**config.mk**
```make
export PLATFORM = sky130hd
export DESIGN_NAME = sprite_miss_fetch
export DESIGN_NICKNAME = d
export VERILOG_FILES = /design/src/sprite_fetch_pkg.sv /design/src/sprite_miss_fetch.sv
export VERILOG_INCLUDE_DIRS = /design/src /design/src/src
export SDC_FILE = /design/constraint.sdc
export NUM_CORES = 2
export LEC_CHECK = 0
export BUFFER_PORTS_ARGS = -buffer_cell sky130_fd_sc_hd__buf_2
export CAP_MARGIN = 20
export CORE_ASPECT_RATIO = 1.75
export CORE_MARGIN = 2
export CORE_UTILIZATION = 58
export DETAILED_ROUTE_END_ITERATION = 8
export GPL_TIMING_DRIVEN = 0
export PLACE_DENSITY = 0.92
export SLEW_MARGIN = 0
export SYNTH_ARGS = -nofsm -noshare
export SYNTH_HDL_FRONTEND = slang
export SYNTH_SLANG_ARGS = --single-unit
export TNS_END_PERCENT = 100
```
**constraint.sdc**
```tcl
create_clock -name rclk -period 9.24 [get_ports rclk]
set_input_delay 0.924 -clock rclk [delete_from_list [all_inputs] [get_ports rclk]]
set_output_delay 0.924 -clock rclk [all_outputs]
set_load 0.01 [all_outputs]
```
**src/sprite_fetch_params.svh**
```systemverilog
`ifndef SPRITE_FETCH_PARAMS_SVH
`define SPRITE_FETCH_PARAMS_SVH

// ========================================
// Sprite fetch path widths
// ========================================

// Sprite number selects one of 32 sprite regions in the cache
`define SPR_NUM_W 5

// Byte address from the sprite engine
`define ADDR_W 32

// One cache line holds four 32-bit words
`define LINE_W 128

// Byte offset of an address inside its line
`define LINE_OFS_W 4

// Address bits above the offset that pick one of 16 lines per sprite
`define SET_LO_W 4

// The tag keeps every address bit above the line offset
`define TAG_W (`ADDR_W - `LINE_OFS_W)
`define SET_W (`SPR_NUM_W + `SET_LO_W)

`endif

```
**src/sprite_fetch_pkg.sv**
```systemverilog
`default_nettype none

`include "sprite_fetch_params.svh"

package sprite_fetch_pkg;

	// ========================================
	// Vector types
	// ========================================

	// Sprite number as presented by the sprite engine
	typedef logic [`SPR_NUM_W-1:0] spr_num_t;

	// Byte address of a sprite line
	typedef logic [`ADDR_W-1:0] addr_t;

	// Cache line with word 0 in the low 32 bits
	typedef logic [`LINE_W-1:0] line_t;

	// Line tag, the address without its byte offset
	typedef logic [`TAG_W-1:0] tag_t;

	// Set index is the sprite number on top of the low line-address bits
	typedef logic [`SET_W-1:0] set_idx_t;

	// Miss unit states
	// Idle answers hits straight away, mem_wait holds the read, drain empties the queue
	typedef enum logic [1:0] {
		idle,
		mem_wait,
		drain
	} fetch_state_e;

endpackage

`default_nettype wire

```
**src/sprite_miss_fetch.sv**
```systemverilog
`timescale 1ns/1ps
`default_nettype none

`include "sprite_fetch_params.svh"

module sprite_miss_fetch (
	input  logic                       rclk,
	input  logic                       rst,
	input  logic                       pl_vld,
	input  sprite_fetch_pkg::set_idx_t pl_set,
	input  sprite_fetch_pkg::tag_t     pl_tag,
	input  logic                       cache_hit,
	input  sprite_fetch_pkg::line_t    cache_line,
	input  logic                       mem_ack,
	input  sprite_fetch_pkg::line_t    mem_dat,
	output logic                       busy,
	output logic                       fill_wr,
	output sprite_fetch_pkg::set_idx_t fill_set,
	output sprite_fetch_pkg::tag_t     fill_tag,
	output sprite_fetch_pkg::line_t    fill_line,
	output logic                       mem_rd,
	output sprite_fetch_pkg::addr_t    mem_adr,
	output logic                       rsp_vld,
	output sprite_fetch_pkg::line_t    rsp_line,
	output logic                       rsp_hit
);

	// Queue slots are numbered 0 to q_last and wrap
	localparam logic [1:0] q_last = 2'd2;

	sprite_fetch_pkg::fetch_state_e state;

	// In-order queue of the miss and the lookups behind it
	sprite_fetch_pkg::set_idx_t q_set  [0:q_last];
	sprite_fetch_pkg::tag_t     q_tag  [0:q_last];
	sprite_fetch_pkg::line_t    q_line [0:q_last];
	logic [q_last:0]            q_hit;
	logic [1:0]                 rd_ptr;
	logic [1:0]                 wr_ptr;
	logic [1:0]                 q_cnt;

	sprite_fetch_pkg::set_idx_t head_set;
	sprite_fetch_pkg::tag_t     head_tag;
	sprite_fetch_pkg::line_t    head_line;
	logic                       head_hit;
	logic                       q_empty;
	logic                       push;
	logic                       pop;
	logic                       idle_hit;
	logic                       fill_done;
	logic                       drain_hit;

	function automatic logic [1:0] next_ptr(input logic [1:0] p);
		return (p == q_last) ? 2'd0 : p + 2'd1;
	endfunction

	assign head_set  = q_set[rd_ptr];
	assign head_tag  = q_tag[rd_ptr];
	assign head_line = q_line[rd_ptr];
	assign head_hit  = q_hit[rd_ptr];
	assign q_empty   = (q_cnt == 2'd0);

	// ========================================
	// Stage decode
	// ========================================

	// Outside idle every arriving lookup queues behind the miss, hit or not
	assign push      = pl_vld && ((state != sprite_fetch_pkg::idle) || !cache_hit);
	assign idle_hit  = (state == sprite_fetch_pkg::idle) && pl_vld && cache_hit;
	assign fill_done = (state == sprite_fetch_pkg::mem_wait) && mem_ack;
	assign drain_hit = (state == sprite_fetch_pkg::drain) && !q_empty && head_hit;
	assign pop       = fill_done || drain_hit;

	// Raised as soon as a miss shows at this stage so at most two lookups trail it
	assign busy = (state != sprite_fetch_pkg::idle) || (pl_vld && !cache_hit);

	// The head entry is the miss for the whole read
	assign mem_rd  = (state == sprite_fetch_pkg::mem_wait);
	assign mem_adr = {head_tag, {`LINE_OFS_W{1'b0}}};

	// ========================================
	// Control
	// ========================================

	always_ff @(posedge rclk) begin
		if (rst) begin
			state   <= sprite_fetch_pkg::idle;
			rd_ptr  <= 2'd0;
			wr_ptr  <= 2'd0;
			q_cnt   <= 2'd0;
			rsp_vld <= 1'b0;
			rsp_hit <= 1'b0;
			fill_wr <= 1'b0;
		end else begin
			rsp_vld <= idle_hit || fill_done || drain_hit;
			// A refilled line reports a miss
			rsp_hit <= idle_hit || drain_hit;
			fill_wr <= fill_done;
			if (push) begin
				wr_ptr <= next_ptr(wr_ptr);
			end
			if (pop) begin
				rd_ptr <= next_ptr(rd_ptr);
			end
			q_cnt <= q_cnt + {1'b0, push} - {1'b0, pop};
			case (state)
				// In idle a push can only be a miss
				sprite_fetch_pkg::idle: if (push) state <= sprite_fetch_pkg::mem_wait;
				sprite_fetch_pkg::mem_wait: if (mem_ack) state <= sprite_fetch_pkg::drain;
				sprite_fetch_pkg::drain: begin
					if (!q_empty && !head_hit) begin
						state <= sprite_fetch_pkg::mem_wait;
					end else if (q_empty && !pl_vld) begin
						state <= sprite_fetch_pkg::idle;
					end
				end
				default: state <= sprite_fetch_pkg::idle;
			endcase
		end
	end

	// ========================================
	// Queue and response data
	// ========================================

	always_ff @(posedge rclk) begin
		// Entries that looked up the refilled set before the fill see the new line
		// Same tag turns into a hit, any other tag now needs its own refill
		if (fill_done) begin
			for (int i = 0; i <= q_last; i++) begin
				if (q_set[i] == head_set) begin
					q_hit[i]  <= (q_tag[i] == head_tag);
					q_line[i] <= mem_dat;
				end
			end
			fill_set  <= head_set;
			fill_tag  <= head_tag;
			fill_line <= mem_dat;
		end
		if (push) begin
			q_set[wr_ptr]  <= pl_set;
			q_tag[wr_ptr]  <= pl_tag;
			q_hit[wr_ptr]  <= cache_hit;
			q_line[wr_ptr] <= cache_line;
		end
		if (idle_hit) begin
			rsp_line <= cache_line;
		end else if (fill_done) begin
			rsp_line <= mem_dat;
		end else if (drain_hit) begin
			rsp_line <= head_line;
		end
	end

endmodule

`default_nettype wire

```
---- Yosys cells after proc, flatten, opt, wreduce, memory -nomap -nowiden ----
Memories as Yosys holds them, arrays and structs flattened. A register that Yosys moved wholly into a read port is not among the register bits.
Index checks and enable logic that the tools add are counted.
word-level totals
  logic and storage cells ................. 97
  bits in registers ....................... 307
  memories kept ........................... 3
  bits of input ports ..................... 298
  output and inout port bits .............. 330
  bits in writable memories ............... 495
memory list
  memory  words  bits a word  read ports  clocked after Yosys merged registers in  write ports  line                     source
  q_line  3      128          1           1                                        4            sprite_miss_fetch.sv:36  sprite_fetch_pkg::line_t q_line [0:q_last];
  q_tag   3      28           4           1                                        1            sprite_miss_fetch.sv:35  sprite_fetch_pkg::tag_t q_tag [0:q_last];
  q_set   3      9            4           1                                        1            sprite_miss_fetch.sv:34  sprite_fetch_pkg::set_idx_t q_set [0:q_last];
operators by class
  $add $sub $neg .......................... 4
  multiplexer cells ....................... 37
  reductions and logical operators ........ 25
  eq/ne operators ......................... 13
  magnitude comparators ................... 3
operators by type and width
  kind                                                                     number
  128-bit 2-to-1 mux                                                       3
  28-bit equality test                                                     3
  9-bit equality test                                                      3
  2-bit 2-to-1 mux                                                         12
  1-bit 2-to-1 mux                                                         16
  1-bit logical AND                                                        10
  2-bit equality test, second input constant                               3
  1-bit logical OR                                                         6
  2-bit by 3-bit < comparator with 1-bit output, second input constant     2
  3-bit 2-to-1 mux                                                         2
  2-bit case mux with 3 select lines                                       1
  2-bit by 1-bit adder with 2-bit output, second input constant            2
  1-bit logical NOT                                                        4
  2-bit logical NOT                                                        2
  2-bit inequality test, second input constant                             2
  3-bit bitwise mux                                                        1
  3-bit by 1-bit inequality test with 1-bit output, second input constant  1
  3-bit AND reduction                                                      1
  3-bit nonzero test                                                       1
  2-bit by 1-bit adder with 2-bit output                                   1
  1-bit binary-select mux with 2-bit select                                1
  1-bit demux with 2-bit select                                            1
  2-bit by 1-bit equality test with 1-bit output, second input constant    1
  2-bit by 1-bit >= comparator with 1-bit output, second input constant    1
  other kinds (2)                                                          2

---- Longest topological paths before layout ----
  depth in word-level cells ............... 7
  mapped depth ............................ 12
  mapped depth without buffers ............ 12

---- Least setup slack after synthesis ----
OpenSTA, ideal clock, no wires.
  path kind ............................... input-to-reg
  from .................................... input mem_ack
  to ...................................... register q_hit[1]
  buffers on the path ..................... 1
  required time ........................... 9013 ps
  data arrival time ....................... 6926 ps
  setup slack ............................. 2087 ps
  setup time .............................. 227 ps
  stages .................................. 7
  cell sequence ........................... nand3_1 clkbuf_1 inv_1 nand3_1 a221oi_1 or2_2 o221ai_1
between the ends
  word-level cells in the longest chain between the ends .. 4
RTL lines
  item                           line                      source
  start, declared                sprite_miss_fetch.sv:14   input logic mem_ack,
  1-bit logical AND *            sprite_miss_fetch.sv:70   assign fill_done = (state == sprite_fetch_pkg::mem_wait) && mem_ack;
  via fill_done                  sprite_miss_fetch.sv:50   logic fill_done;
  3-bit 2-to-1 mux *             sprite_miss_fetch.sv:129  if (fill_done) begin
  3-bit bitwise mux              sprite_miss_fetch.sv:143  q_hit[wr_ptr] <= cache_hit;
  3-bit 2-to-1 mux *             sprite_miss_fetch.sv:140  if (push) begin
  end signal, assigned by index  sprite_miss_fetch.sv:132  q_hit[i] <= (q_tag[i] == head_tag);
  end signal, assigned by index  sprite_miss_fetch.sv:143
  end, declared                  sprite_miss_fetch.sv:37   logic [q_last:0] q_hit;
Mark *: on every way through the listed nets, which the timed path passes. The rest lies on a longest branch.
A chain may end at the register's enable or synchronous reset.

==> reports/metrics.csv <==
metric,value,unit
initial antenna violation count,39,
Final Cycle Share,59.0,%
cell count after placement,4641,
total CTS buffers,84,
setup_tns,0,ps
Hold Path Depth,2,
clock power share,36.0,%
final slew viol count,0,
Final #Nets,4082,
hold_buf cts,0,
DP Wirelength,97.8,mm
clock root buffer,clkbuf_16,
Synth Register Bits,969,
DR WL/cell,28.9,um
status,finished clean,
largest net degree at the start of global routing,96,
CP required,8320,ps
DRC viols,0,
yosys warns,0,
"Seq/Total Area, Yosys",66.3,%
Hold WS,408,ps
kind of critical path,reg -> out,
Final Critical Period,5460,ps
remaining antenna violation count after routing,0,
Port Buffer Count,623,
Synth-to-Final Area Change,17.9,%
Max transition margin,16.3,%
core area,74900,sq um
Async SR Flop Fraction,0,%
P_sw,2610,uW
grt met3 use,8.08,%
GRT overflow,0,
most frequent cells in the layout,"edfxtp_1 (953), nand2_1 (914), buf_2 (667), mux2i_1 (180), mux4_2 (164)",
CP arrival,4530,ps
r2r worst-path depth,9,
Worst path slowest cell,clkbuf_1,
Post-Route WL,140,mm
M1 GR Usage,38.8,%
Power Density,202,nW/um^2
Final Hold Viols,0,
vias in the first global route,30600,
row cnt,133,
First-pass DRT Iterations,6,
clock slew at reported path FFs,70,ps
setup bufs post-CTS,0,
Synth Flop Type,edfxtp_1,
flop-to-flop setup slack,4560,ps
vias,30400,
Leak,0.0195,uW
Total GRT Usage,35.8,%
Post-Synthesis Cells,3049,
die area,77600,sq um
worst slew pin tran,1250,ps
worst hold path type,in -> reg,
Ports,628,
Die X,211,um
skew final,23.4,ps
Via density,6.29,
CP Cell Sequence,buf_2 > clkbuf_1 > clkbuf_1 > clkbuf_1 > mux4_2 > buf_2,
die height,367,um
cell mode on critical path,clkbuf_1,
critical path endpoint category,output pin,
first-pass GRT wire length,199,mm
Worst path depth,6,
Initial Utilization,58.3,%
CP max FO,10,
"Cell Area, Synth",43700,sq um
Max Freq,183,MHz
clk sinks,969,
post-route non-filler standard cell count,4834,
initial drt markers,3670,
number of synthesized flops with an enable pin,953,
clk_lat worst skew,690,ps
maximum VDD drop,0.181,mV
# setup viols final,0,
average instance area after synthesis,14.3,sq um
CTS-repair resized insts,0,
GR Layer Usage met2,61.7,%
Bufs and invs on worst path,5,
gpl congestion,0.992,
H-tree lvl count,3,
Bufs on Longest Clock Path,3,
GR peak layer,met2,
"commonest non-fill, non-tap cell in the layout",edfxtp_1,
TritonCTS clock tree,done,
Reg power frac,50.5,%
type of element launching the critical path,flip-flop,
switching share of power,25.1,%
unrepaired setup endpoints after global routing,false,
max incr delay on CP,900,ps
Max-Cap Viols,0,
Top delay family on crit path,buffers and inverters,
combinational power share,13.5,%
Int Pwr,7770,uW
layout cells sized above 1,29.4,%
number of distinct library cells after synthesis,54,
==> flip-flops by register name (all words and copies together), names as in the netlist, 3 cells and up, named ones only <==
name and count:
fill_set 9, rsp_line 128, q_tag 112, q_set 36, q_hit 3, fill_line 128
q_line 512, fill_tag 28
==> synth_stat cells (2+ instances only) <==
cell type / count / area, sq um
a31oi_1: 7 / 43.8
buf_1: 13 / 48.8
a21oi_1: 18 / 90.1
clkinv_1: 2 / 7.51
nand2b_1: 3 / 18.8
nor3_1: 6 / 30.0
edfxtp_1: 953 / 28600
nand3_1: 17 / 85.1
or2_2: 3 / 18.8
mux2i_1: 180 / 1800
a221oi_1: 2 / 17.5
nor2b_1: 2 / 12.5
or3_1: 2 / 12.5
mux2_2: 128 / 1440
buf_4: 6 / 45.0
buf_6: 4 / 45.0
nor2_1: 21 / 78.8
nand4_1: 22 / 138
ha_1: 2 / 25.0
nor4_1: 24 / 150
mux4_2: 164 / 3690
dfxtp_1: 16 / 320
xnor2_1: 132 / 1160
nand2_1: 916 / 3440
clkbuf_1: 105 / 394
xor2_1: 86 / 753
buf_2: 44 / 220
o21ai_0: 135 / 676
inv_1: 11 / 41.3
==> cell families (layout without fill, tap and decap cells) <==
family,count (synthesis),in the layout,share of synthesized area (%)
multiplexers,472,472,15.9
AO/OA/AOI/OAI,176,176,2.20
other,1,42,0.00859
XOR/XNOR,218,218,4.37
buffers and inverters,186,985,1.88
adder cells (fa/ha/maj),2,2,0.0573
AND/OR/NAND/NOR,1025,1025,9.34
flip-flops,969,969,66.3
==> final timing paths <==
kind | from | end
worst max register to register | state[0] | rsp_line[90]
worst min-delay path | rst | q_cnt[0]
worst max-delay path | flip-flop | mem_adr[7]
worst min register to register | q_hit[1] | q_hit[1]
==> power by group through the flow <==
| stage | clock, uW | combinational [uW] | sequential (uW) |
|---|---|---|---|
| 6_report | 3740 | 1400 | 5240 |
| 5_1_grt | 3890 | 1480 | 5260 |
| 4_1_cts | 3740 | 1390 | 5240 |
| 3_5_place_dp | 0 | 1370 | 5330 |
| 3_3_place_gp | 0 | 1300 | 5360 |
| 2_1_floorplan | 0 | 714 | 5380 |
==> cell type report <==
cell class / instances / area (sq um)
Tap cell: 945 / 1180
Clock buffer: 101 / 2200
Timing Repair Buffer: 644 / 3600
Sequential cell: 969 / 28900
Inverter: 13 / 56.3
Multi-Input combinational cell: 1897 / 13900
Antenna cell: 38 / 95.1
Clock inverter: 54 / 674
Buffer: 173 / 785
Fill cell: 4816 / 23400
==> stage by stage <==
| stage | instance area (sq um) | total power, uW | util, % | worst slack [ps] |
|---|---|---|---|---|
| after global routing | 51400 | 10600 | 68.7 | 3740 |
| final | 51500 | 10400 | 68.7 | 3780 |
| after global placement | 48000 | 6660 | 64.1 | -2270 |
| after floorplan | 43700 | 6100 | - | 2090 |
| after detailed placement | 48500 | 6700 | 64.8 | 4090 |
| after CTS | 51400 | 10400 | 68.6 | 3750 |
==> routing by layer <==
| layer | up-vias | share of wire [%] |
|---|---|---|
| li1 | 12700 | - |
| met1 | 14800 | 31 |
| met2 | 2354 | 51 |
| met3 | 513 | 10 |
| met4 | 8 | 8.0 |
| met5 | - | 0.041 |
Note: power is estimated with default switching activity, not from simulation.
