`src/sprite_fetch_params.svh`:
```
`ifndef SPRITE_FETCH_PARAMS_SVH
`define SPRITE_FETCH_PARAMS_SVH

// ========================================
// Sprite fetch path widths
// ========================================

// Sprite number selects one of 32 sprite regions in the cache
`define SPR_NUM_W 5

// Byte address from the sprite engine
`define ADDR_W 32

// One cache line holds four 32-bit words
`define LINE_W 128

// Byte offset of an address inside its line
`define LINE_OFS_W 4

// Address bits above the offset that pick one of 16 lines per sprite
`define SET_LO_W 4

// The tag keeps every address bit above the line offset
`define TAG_W (`ADDR_W - `LINE_OFS_W)
`define SET_W (`SPR_NUM_W + `SET_LO_W)

`endif

```
`src/sprite_fetch_pkg.sv`:
```
`default_nettype none

`include "sprite_fetch_params.svh"

package sprite_fetch_pkg;

	// ========================================
	// Vector types
	// ========================================

	// Sprite number as presented by the sprite engine
	typedef logic [`SPR_NUM_W-1:0] spr_num_t;

	// Byte address of a sprite line
	typedef logic [`ADDR_W-1:0] addr_t;

	// Cache line with word 0 in the low 32 bits
	typedef logic [`LINE_W-1:0] line_t;

	// Line tag, the address without its byte offset
	typedef logic [`TAG_W-1:0] tag_t;

	// Set index is the sprite number on top of the low line-address bits
	typedef logic [`SET_W-1:0] set_idx_t;

	// Miss unit states
	// Idle answers hits straight away, mem_wait holds the read, drain empties the queue
	typedef enum logic [1:0] {
		idle,
		mem_wait,
		drain
	} fetch_state_e;

endpackage

`default_nettype wire

```
`src/sprite_req_stage.sv`:
```
`timescale 1ns/1ps
`default_nettype none

`include "sprite_fetch_params.svh"

module sprite_req_stage (
	input  logic                       rclk,
	input  logic                       rst,
	input  logic                       req,
	input  sprite_fetch_pkg::spr_num_t req_spr,
	input  sprite_fetch_pkg::addr_t    req_adr,
	input  logic                       busy,
	output logic                       lk_vld,
	output sprite_fetch_pkg::set_idx_t lk_set,
	output sprite_fetch_pkg::tag_t     lk_tag,
	output logic                       pl_vld,
	output sprite_fetch_pkg::set_idx_t pl_set,
	output sprite_fetch_pkg::tag_t     pl_tag
);

	// Middle tap of the delay line toward the miss unit
	logic                       dly_vld;
	sprite_fetch_pkg::set_idx_t dly_set;
	sprite_fetch_pkg::tag_t     dly_tag;
	logic                       accept;

	// A strobe that arrives while the miss unit is busy is dropped
	assign accept = req && !busy;

	// ========================================
	// Valid bits of the request pipeline
	// ========================================

	always_ff @(posedge rclk) begin
		if (rst) begin
			lk_vld  <= 1'b0;
			dly_vld <= 1'b0;
			pl_vld  <= 1'b0;
		end else begin
			lk_vld  <= accept;
			// Two stages here match the address and array registers in the cache
			dly_vld <= lk_vld;
			pl_vld  <= dly_vld;
		end
	end

	// ========================================
	// Set index and tag
	// ========================================

	always_ff @(posedge rclk) begin
		if (accept) begin
			// Each sprite owns 16 consecutive sets picked by address bits 7:4
			lk_set <= {req_spr, req_adr[`LINE_OFS_W+`SET_LO_W-1:`LINE_OFS_W]};
			lk_tag <= req_adr[`ADDR_W-1:`LINE_OFS_W];
		end
		dly_set <= lk_set;
		dly_tag <= lk_tag;
		pl_set  <= dly_set;
		pl_tag  <= dly_tag;
	end

endmodule

`default_nettype wire

```
`config.mk`:
```
export PLATFORM = sky130hd
export DESIGN_NAME = sprite_req_stage
export DESIGN_NICKNAME = d
export VERILOG_FILES = /design/src/sprite_fetch_pkg.sv /design/src/sprite_req_stage.sv
export VERILOG_INCLUDE_DIRS = /design/src /design/src/src
export SDC_FILE = /design/constraint.sdc
export NUM_CORES = 1
export LEC_CHECK = 0
export ABC_AREA = 1
export BUFFER_PORTS_ARGS = -buffer_cell sky130_fd_sc_hd__buf_2
export CORE_UTILIZATION = 35
export DETAILED_ROUTE_END_ITERATION = 12
export MAX_ROUTING_LAYER = met4
export PLACE_DENSITY = 0.75
export SKIP_CTS_REPAIR_TIMING = 1
export SYNTH_ARGS = -nofsm -noshare
export SYNTH_HDL_FRONTEND = slang
export SYNTH_SLANG_ARGS = --single-unit
export TNS_END_PERCENT = 1
```
`constraint.sdc`:
```
create_clock -name rclk -period 2.9 [get_ports rclk]
set_clock_uncertainty 0.15 [all_clocks]
set_input_delay 0.29 -clock rclk [delete_from_list [all_inputs] [get_ports rclk]]
set_output_delay 0.29 -clock rclk [all_outputs]
set_load 0.05 [all_outputs]
```
[Word-level counts from Yosys, hierarchy flattened]
Index checks and enable logic that the tools add are counted.
Storage, ports and cells
  bits in registers: 114
  input bits: 41
  output and inout bits: 76
  logic and storage cells: 11
Cells by class
  reduce and logical (&&, ||, !) cells: 2
Operators by type and width (number)
  1-bit logical AND: 1
  1-bit logical NOT: 1

[Longest topological paths before layout]
Gate-level depths: netlist of run 1.
  depth in word-level cells: 2
  mapped depth: 3
  gate-level depth less buffers: 3

[Worst setup path before layout of run 1]
Ideal clock, no wire load.
  kind: input to register
  start point: input busy
  end point: register lk_set[0] (enable)
  setup time: 0.388 ns
  arrival time: 1.044 ns
  data required time: 2.362 ns
  setup slack: 1.319 ns
  stages: 3
  path buffers: 0
  cell sequence: inv_1 -> nand2_2 -> inv_1
Between the ends
  longest elaborated chain between the ends: 2
Ends and longest elaborated chain
  start, declared: line sprite_req_stage.sv:12  | input logic busy,
  1-bit logical NOT: line sprite_req_stage.sv:28  | assign accept = req && !busy;
  1-bit logical AND: line sprite_req_stage.sv:28
  net accept: line sprite_req_stage.sv:25  | logic accept;
  end signal, assigned: line sprite_req_stage.sv:54  | lk_set <= {req_spr, req_adr[`LINE_OFS_W+`SET_LO_W-1:`LINE_OFS_W]};
  end, declared: line sprite_req_stage.sv:14  | output sprite_fetch_pkg::set_idx_t lk_set,
The timed path passes the listed nets, and every way through them passes these cells.
A chain may end at the register's enable or synchronous reset.

[Final worst setup path of run 1]
  start point: register lk_set[2]
  end point: output lk_set[2]
No word-level cell between the ends.

==> impl_metrics.yaml, run 1 <==
worst_setup_path:
  crit_required_ns: 2.46
  start_kind: "flip-flop"
  rrSetupSlack_ns: 2.19
  criticalPathCategory: "flip-flop to output port"
  crit_path_max_fanout: 3
  arrival_ns: 1.02
  endpoint_kind: "output port"
  max_stage_delay_ns: 0.43
  worst-path-buf-inv: 1
  worstPathCellList: "buf_2"
  cp.depth: 1
  crit_path_top_delay_cell: "edfxtp_1"
  critPathTopFamily: "flip-flops"
  reg2reg_depth: 0
power_and_ir_drop:
  comb_power_share_pct: 13.4
  powerDensity_nw_per_um2: 792
  internal_power_mw: 2.08
  seqPwrFrac_pct: 55.3
  leakagePower_nw: 1.61
  vdd_drop_max_uv: 412
  p_sw_uw: 806
  clkPwrFrac_pct: 31.3
  p_sw_share_pct: 27.9
die:
  die_y_um: 86.0
  ioPinCount: 117
  fp-row-count: 30
  die_x_um: 86.0
  start_util_pct: 36.3
  core-area_um2: 6790
  dieArea_um2: 7390
clock_network:
  clk_latency_ns: 0.36
  clockBufferDepth: 2
  htree_levels: 3
  cts_root_buf: "clkbuf_8"
  path_clk_slew_ns: 0.10
  cts_buffers: 9
  clkSinkCount: 102
  cts_tree: "built"
logic_synthesis:
  synth.distinct_cells: 7
  synth_cells: 118
  ys_seq_elements: 102
  yosysWarnings: 0
  syn_area_per_cell_um2: 20.9
  syn-num-nets: 159
  syn_area_um2: 2470
  synth_area_leaders: "dfxtp_1 (56%), edfxtp_1 (40%), buf_4 (2.4%), inv_1 (0.61%), nor2_1 (0.30%)"
  yosys.area.top_type: "dfxtp_1"
  synth_top_area_share_pct: 56.0
  yosysSeqAreaShare_pct: 96.1
detailed_routing:
  routed_wirelength_um: 4240
  viasPerCell: 3.85
  ant_nets: 0
  first_pass_iters: 4
  first_iter_violations: 19
  vias: 1421
  wl_per_cell_um: 11.5
  drcViolationCount: 0
flow_run:
  drv_cap: 0
sta:
  fin_crit_sh_pct: 50.2
  worst_pin_slew_ns: 0.524
  rsz0062_at_grt: "no"
  fmax_ghz: 0.686
  finalSetupTns_ns: 0
  setup_viol: 0
  maxSlewHeadroom_pct: 65.0
  period_needed_ns: 1.46
  hold_violations: 0
  drv_slew: 0
cells_and_area:
  nNetsFinal: 309
  n_antenna_cell: 0
  finalNonFillerCells: 369
  drive_gt1_share_pct: 48.0
  area_growth_pct: 47.8
global_route:
  grtUsageMet2_pct: 17.8
  grt_overflow: 0
  grt_pass1_wl_um: 5730
  grt_start_max_net_pins: 21
  grt_pass1_vias: 1300
  grt.total_usage_pct: 11.0
  grt_busiest_layer: "met2"
  antenna_found_initial: 0
  use_met3_pct: 6.26
  use_met1_pct: 10.5
worst_hold_path:
  whs_path_depth: 3
  hold_path.class: "input pin to flip-flop"
placement:
  dpl.cell_count: 319
  gp_congestion: 0.722
  dp_hpwl_um: 2830
  portBuffers: 112
status:
  status: "completed"
## synth_stat cells, drive strengths merged
master and number:
inv 4, dfxtp 69, nor2 3, buf 8, nand2 1, edfxtp 33
## stage by stage
step | hold slack [ns] | cell area, µm² | setup WS (ns) | utilization, % | total power [mW]
after floorplan | 0.160 | 2470 | 1.32 | - | 1.89
after global placement | 0.160 | 3100 | 1.13 | 45.6 | 1.98
after detailed placement | 0.162 | 3100 | 1.09 | 45.6 | 1.99
after CTS | -0.0777 | 3310 | 1.41 | 48.7 | 2.89
after global routing | 0.00525 | 3650 | 1.38 | 53.7 | 3.01
final | 0.0242 | 3650 | 1.44 | 53.7 | 2.89
## registers in the layout, indices dropped and copies added, names as in the netlist, 5 cells and up
| signal | flops |
|---|---|
| pl_tag | 28 |
| lk_set | 9 |
| dly_set | 5 |
| dly_tag | 28 |
| pl_set | 5 |
| lk_tag | 24 |
## power groups by stage
stage | Sequential, mW | Clock, mW | Combinational [mW]
floorplan | 1.85 | 0 | 0.0449
CTS | 1.60 | 0.941 | 0.352
global placement | 1.63 | 0 | 0.349
detailed placement | 1.63 | 0 | 0.352
finish | 1.60 | 0.905 | 0.387
global route | 1.61 | 0.999 | 0.400
## worst paths after layout
kind / startpoint / to
worst min-delay path: req / lk_vld
worst max register to register: lk_set[2] / dly_tag[2]
worst max-delay path: lk_set[2] / lk_set[2]
worst min register to register: dly_tag[8] / pl_tag[8]
## layer usage
metal | vias up | share of wire (%)
li1 | 680 | -
met1 | 659 | 38
met2 | 77 | 53
met3 | 5 | 8.3
met4 | 0 | 1.1
met5 | - | 0
## cells by family after synthesis
| group | after synthesis | synth area share, % |
|---|---|---|
| buffers and inverters | 12 | 3.04 |
| DFF | 102 | 96.1 |
| and+or+nand+nor | 4 | 0.812 |
## layout by cell type (no fill, tap or decap), drive strengths merged
cell | Yosys | routed
nor2 | 3 | 3
dfxtp | 69 | 69
inv | 4 | 8
clkbuf | 0 | 9
buf | 8 | 113
clkinv | 0 | 2
dlygate4sd3 | 0 | 34
edfxtp | 33 | 33
nand2 | 1 | 1
bufinv | 0 | 1
## final cells by class
cell class | count | area (µm²)
Clock inverter | 7 | 87.6
Multi-Input combinational cell | 4 | 20.0
Inverter | 4 | 15.0
Sequential cell | 102 | 2370
Fill cell | 541 | 3150
Tap cell | 96 | 120
Timing Repair Buffer | 147 | 908
Clock buffer | 9 | 124
No activity file was read; power rests on OpenSTA's default activity.
==> run 2, diff against run 1 <==
- PLACE_DENSITY: 0.75 -> 0.78
- clock period: 2.9 -> 1.3 ns (I/O delays scaled with it)
==> run 2 against run 1 <==
Effect of this change: global-route usage is 0.35 points lower; hold slack better by 0.16 ns; first-iteration DRC count is 26% higher; flip-flop and latch count stayed put; die area stayed put; sequential share of layout area is 0.75 points lower; non-clock buffer count is 2 higher; cell count is 0.54% higher; critical path type is now input pin to flip-flop.
==> impl_metrics.yaml, run 2 (synthesis gave the netlist of run 1 again) <==
clock_network:
  clkSinkCount: 102
  cts_buffers: 9
  clockBufferDepth: 2
  clk_latency_ns: 0.35
  cts_root_buf: "clkbuf_8"
  cts_tree: "built"
  htree_levels: 3
  path_clk_slew_ns: 0.09
placement:
  portBuffers: 112
  dp_hpwl_um: 2690
  dpl.cell_count: 320
  gp_congestion: 0.626
cells_and_area:
  n_antenna_cell: 0
  finalNonFillerCells: 371
  largestRegisters: "dly_tag (28), pl_tag (28), lk_tag (24)"
  multi_input_area_um2: 20.0
  nNetsFinal: 311
  final_common_cell: "buf_2"
  nFillCells: 565
  final_cell_mix: "buf_2 (104), dfxtp_1 (69), dlygate4sd3_1 (35)"
  drive_gt1_share_pct: 48.0
  area_growth_pct: 49.5
  seqCellArea_um2: 2370
sta:
  worst_pin_slew_ns: 0.287
  hold_violations: 0
  fmax_ghz: 0.776
  setup_viol: 0
  fin_crit_sh_pct: 99.2
  maxSlewHeadroom_pct: 81.0
  rsz0062_at_grt: "yes"
  period_needed_ns: 1.29
  drv_slew: 0
  hold_slack_ns: 0.180
power_and_ir_drop:
  vdd_drop_max_uv: 652
  leakagePower_nw: 1.62
  powerDensity_nw_per_um2: 1720
  comb_power_share_pct: 13.9
  p_sw_mw: 1.73
  internal_power_mw: 4.63
  seqPwrFrac_pct: 56.0
  p_sw_share_pct: 27.2
  clkPwrFrac_pct: 30.1
global_route:
  grt.total_usage_pct: 10.7
  grt_pass1_vias: 1178
  grt_start_max_net_pins: 24
  antenna_found_initial: 0
  grt_pass1_wl_um: 5330
  grt_overflow: 0
detailed_routing:
  drcViolationCount: 0
  wl_per_cell_um: 11.2
  ant_nets: 0
  first_pass_iters: 4
  routed_wirelength_um: 4140
  vias: 1370
  first_iter_violations: 24
  viasPerCell: 3.69
die:
  core-area_um2: 6790
  dieArea_um2: 7390
  ioPinCount: 117
  die_y_um: 86.0
  fp-row-count: 30
  die_x_um: 86.0
  start_util_pct: 36.3
worst_setup_path:
  crit_path_top_delay_cell: "dlygate4sd3_1"
  criticalPathCategory: "input pin to flip-flop"
  crit_path_max_fanout: 3
  crit_required_ns: 1.45
  rrSetupSlack_ns: 0.60
  start_kind: "input pin"
  critPathTopFamily: "buffers and inverters"
  cp_common_cell: "dlygate4sd3_1"
  arrival_ns: 1.43
  max_stage_delay_ns: 0.54
  worst-path-buf-inv: 3
  endpoint_kind: "flip-flop"
  worstPathCellList: "dlygate4sd3_1, buf_2, nor2_2, dlygate4sd3_1"
worst_hold_path:
  hold_path.class: "flip-flop to flip-flop"
flow_run:
  drv_cap: 0
status:
  status: "completed"
## run 2: power by group through the flow
stage	clock network (mW)	registers, mW	logic, mW
2_1_floorplan	0	4.13	0.102
3_3_place_gp	0	3.63	0.792
3_5_place_dp	0	3.64	0.795
4_1_cts	1.99	3.56	0.795
5_1_grt	2.10	3.59	0.912
6_report	1.92	3.56	0.882
## run 2: metal layers
layer	vias to the layer above	part of all wire, %	global-route usage (%)
met2	59	52	15.5
met5	-	0	-
met4	0	1.8	8.18
li1	685	-	-
met1	618	41	11.9
met3	8	5.6	3.95
## run 2: cell type report
class                   count  area share, %
multi-input cells           4          0.543
well taps                  96           3.26
flip-flops and latches    102           64.3
clock inverters             6           1.87
clock buffers              10           3.46
inverters                   4          0.509
repair buffers            149           26.1
## run 2: path summary, 6_finish.rpt
check / startpoint / to / depth (start not counted)
worst min-delay path: dly_tag[24] / pl_tag[24] / 0
worst max register to register: lk_tag[19] / dly_tag[19] / 0
worst min register to register: dly_tag[24] / pl_tag[24] / 0
worst max-delay path: rst / lk_vld / 4
## run 2: per-stage QoR
stage | worst slack (ns) | utilization [%] | total power, mW | cell area, µm² | setup TNS [ns]
2_1_floorplan | 0.0707 | - | 4.23 | 2470 | 0
3_3_place_gp | 0.227 | 45.9 | 4.42 | 3120 | 0
3_5_place_dp | 0.208 | 45.9 | 4.43 | 3120 | 0
4_1_cts | -0.00729 | 48.8 | 6.35 | 3320 | -0.0118
5_1_grt | -0.0176 | 54.3 | 6.60 | 3690 | -0.123
6_report | 0.0106 | 54.3 | 6.36 | 3690 | 0
==> run 3, diff against run 2 <==
- PLACE_DENSITY: 0.78 -> 0.66
==> run 3 against run 2 <==
Effect of this change: combinational power grew 0.8%; design area is essentially flat; register-to-register slack lost 0.07 ns; flip-flop and latch count is the same; worst setup slack lost 0.0079 ns; highest routed layer unchanged; first-iteration DRC count shrank 63%; via count grew 0.58%.
==> impl_metrics.yaml, run 3 (synthesis gave the netlist of run 1 again) <==
sta:
  period_needed_ns: 1.30
  hold_violations: 0
  rsz0062_at_grt: "yes"
  setup_viol: 0
  drv_slew: 0
  fmax_ghz: 0.771
  maxSlewHeadroom_pct: 82.4
  worst_pin_slew_ns: 0.266
  finalSetupTns_ns: 0
  fin_crit_sh_pct: 99.8
  hold_slack_ns: 0.181
worst_setup_path:
  worst-path-buf-inv: 1
  crit_path_max_fanout: 3
  start_kind: "flip-flop"
  worstPathCellList: "buf_6"
  reg2reg_depth: 0
  crit_required_ns: 1.02
  arrival_ns: 1.02
  crit_path_top_delay_cell: "edfxtp_1"
  max_stage_delay_ns: 0.47
  rrSetupSlack_ns: 0.53
  critPathTopFamily: "flip-flops"
  endpoint_kind: "output port"
  criticalPathCategory: "flip-flop to output port"
  worstReg2RegStart: "lk_set[1]"
  r2r_end: "dly_tag[1]"
cells_and_area:
  finalNonFillerCells: 370
  postLayoutCoreUtil_pct: 54.3
  multi_input_area_um2: 20.0
  final_common_cell: "buf_2"
  nNetsFinal: 310
  seqCellArea_um2: 2370
  n_antenna_cell: 0
  final_cell_mix: "buf_2 (102), dfxtp_1 (69), dlygate4sd3_1 (35)"
  drive_gt1_share_pct: 47.8
  largestRegisters: "dly_tag (28), pl_tag (28), lk_tag (24)"
  nFillCells: 559
  area_growth_pct: 49.5
worst_hold_path:
  whs_path_depth: 0
  min_to: "pl_tag[9]"
  hold_path.class: "flip-flop to flip-flop"
  min_from: "dly_tag[9]"
placement:
  portBuffers: 112
  dpl.cell_count: 319
  gp_congestion: 0.688
  dp_hpwl_um: 2580
detailed_routing:
  ant_nets: 0
  routed_wirelength_um: 4250
  wl_per_cell_um: 11.5
  first_pass_iters: 3
  viasPerCell: 3.72
  first_iter_violations: 9
  vias: 1378
  drcViolationCount: 0
clock_network:
  htree_levels: 3
  clkSinkCount: 102
  clockBufferDepth: 2
  cts_buffers: 9
  cts_root_buf: "clkbuf_8"
  path_clk_slew_ns: 0.09
  cts_tree: "built"
  clk_latency_ns: 0.34
power_and_ir_drop:
  vdd_drop_max_uv: 947
  powerDensity_nw_per_um2: 1680
  p_sw_share_pct: 27.6
  clkPwrFrac_pct: 28.1
  p_sw_mw: 1.71
  leakagePower_nw: 1.62
  seqPwrFrac_pct: 57.5
  internal_power_mw: 4.49
  comb_power_share_pct: 14.3
global_route:
  grt.total_usage_pct: 10.1
  antenna_found_initial: 0
  grt_pass1_vias: 1132
  grt_overflow: 0
  grt_pass1_wl_um: 5110
  grt_start_max_net_pins: 34
die:
  fp-row-count: 30
  die_y_um: 86.0
  start_util_pct: 36.3
  dieArea_um2: 7390
  ioPinCount: 117
  die_x_um: 86.0
  core-area_um2: 6790
flow_run:
  drv_cap: 0
status:
  status: "completed"
run 3: cell types whose count changed in the layout (fill, tap and decap cells not counted), sizes merged:
| cell | before | now |
|---|---|---|
| clkinvlp | 2 | 1 |
| clkinv | 2 | 3 |
| bufinv | 1 | 0 |
| buf | 112 | 111 |
| clkbuf | 12 | 13 |
run 3: cell type report:
class / count / share of cell area (%)
Sequential cell: 102 / 64.3
Clock inverter: 5 / 0.916
Multi-Input combinational cell: 4 / 0.543
Tap cell: 96 / 3.26
Inverter: 4 / 0.509
Timing Repair Buffer: 148 / 26.6
Clock buffer: 11 / 3.83
run 3: metal layers:
metal  GRT usage, %  vias up  part of all wire [%]
li1               -      682                     -
met1           10.3      612                    38
met2           15.4       77                    52
met3           5.20        7                   7.8
met4           6.36        0                   2.0
met5              -        -                     0
run 3: power groups by stage:
stage | clock [mW] | sequential, mW | combinational [mW]
after global routing | 1.92 | 3.59 | 0.918
after detailed placement | 0 | 3.64 | 0.788
final | 1.75 | 3.57 | 0.889
after CTS | 1.81 | 3.57 | 0.788
after global placement | 0 | 3.63 | 0.786
after floorplan | 0 | 4.13 | 0.102
run 3: how the worst max path moves through the flow:
stage                 endpoint      start  depth (start not counted)  slack (ns)
floorplan            lk_set[0]       busy                          3        0.07
finish               lk_tag[1]  lk_set[1]                          1       0.003
global placement    lk_tag[19]       busy                          5        0.19
detailed placement   lk_set[8]       busy                          5        0.18
CTS                  lk_tag[1]  lk_set[1]                          1       -0.01
global route         lk_tag[1]  lk_set[1]                          1       -0.04
run 3: stage by stage:
step                cell area (µm²)  setup slack, ns  total power, mW
finish                         3690          0.00273             6.20
global placement               3110            0.187             4.42
global route                   3690          -0.0436             6.44
floorplan                      2470           0.0707             4.23
detailed placement             3110            0.184             4.43
CTS                            3290          -0.0137             6.16
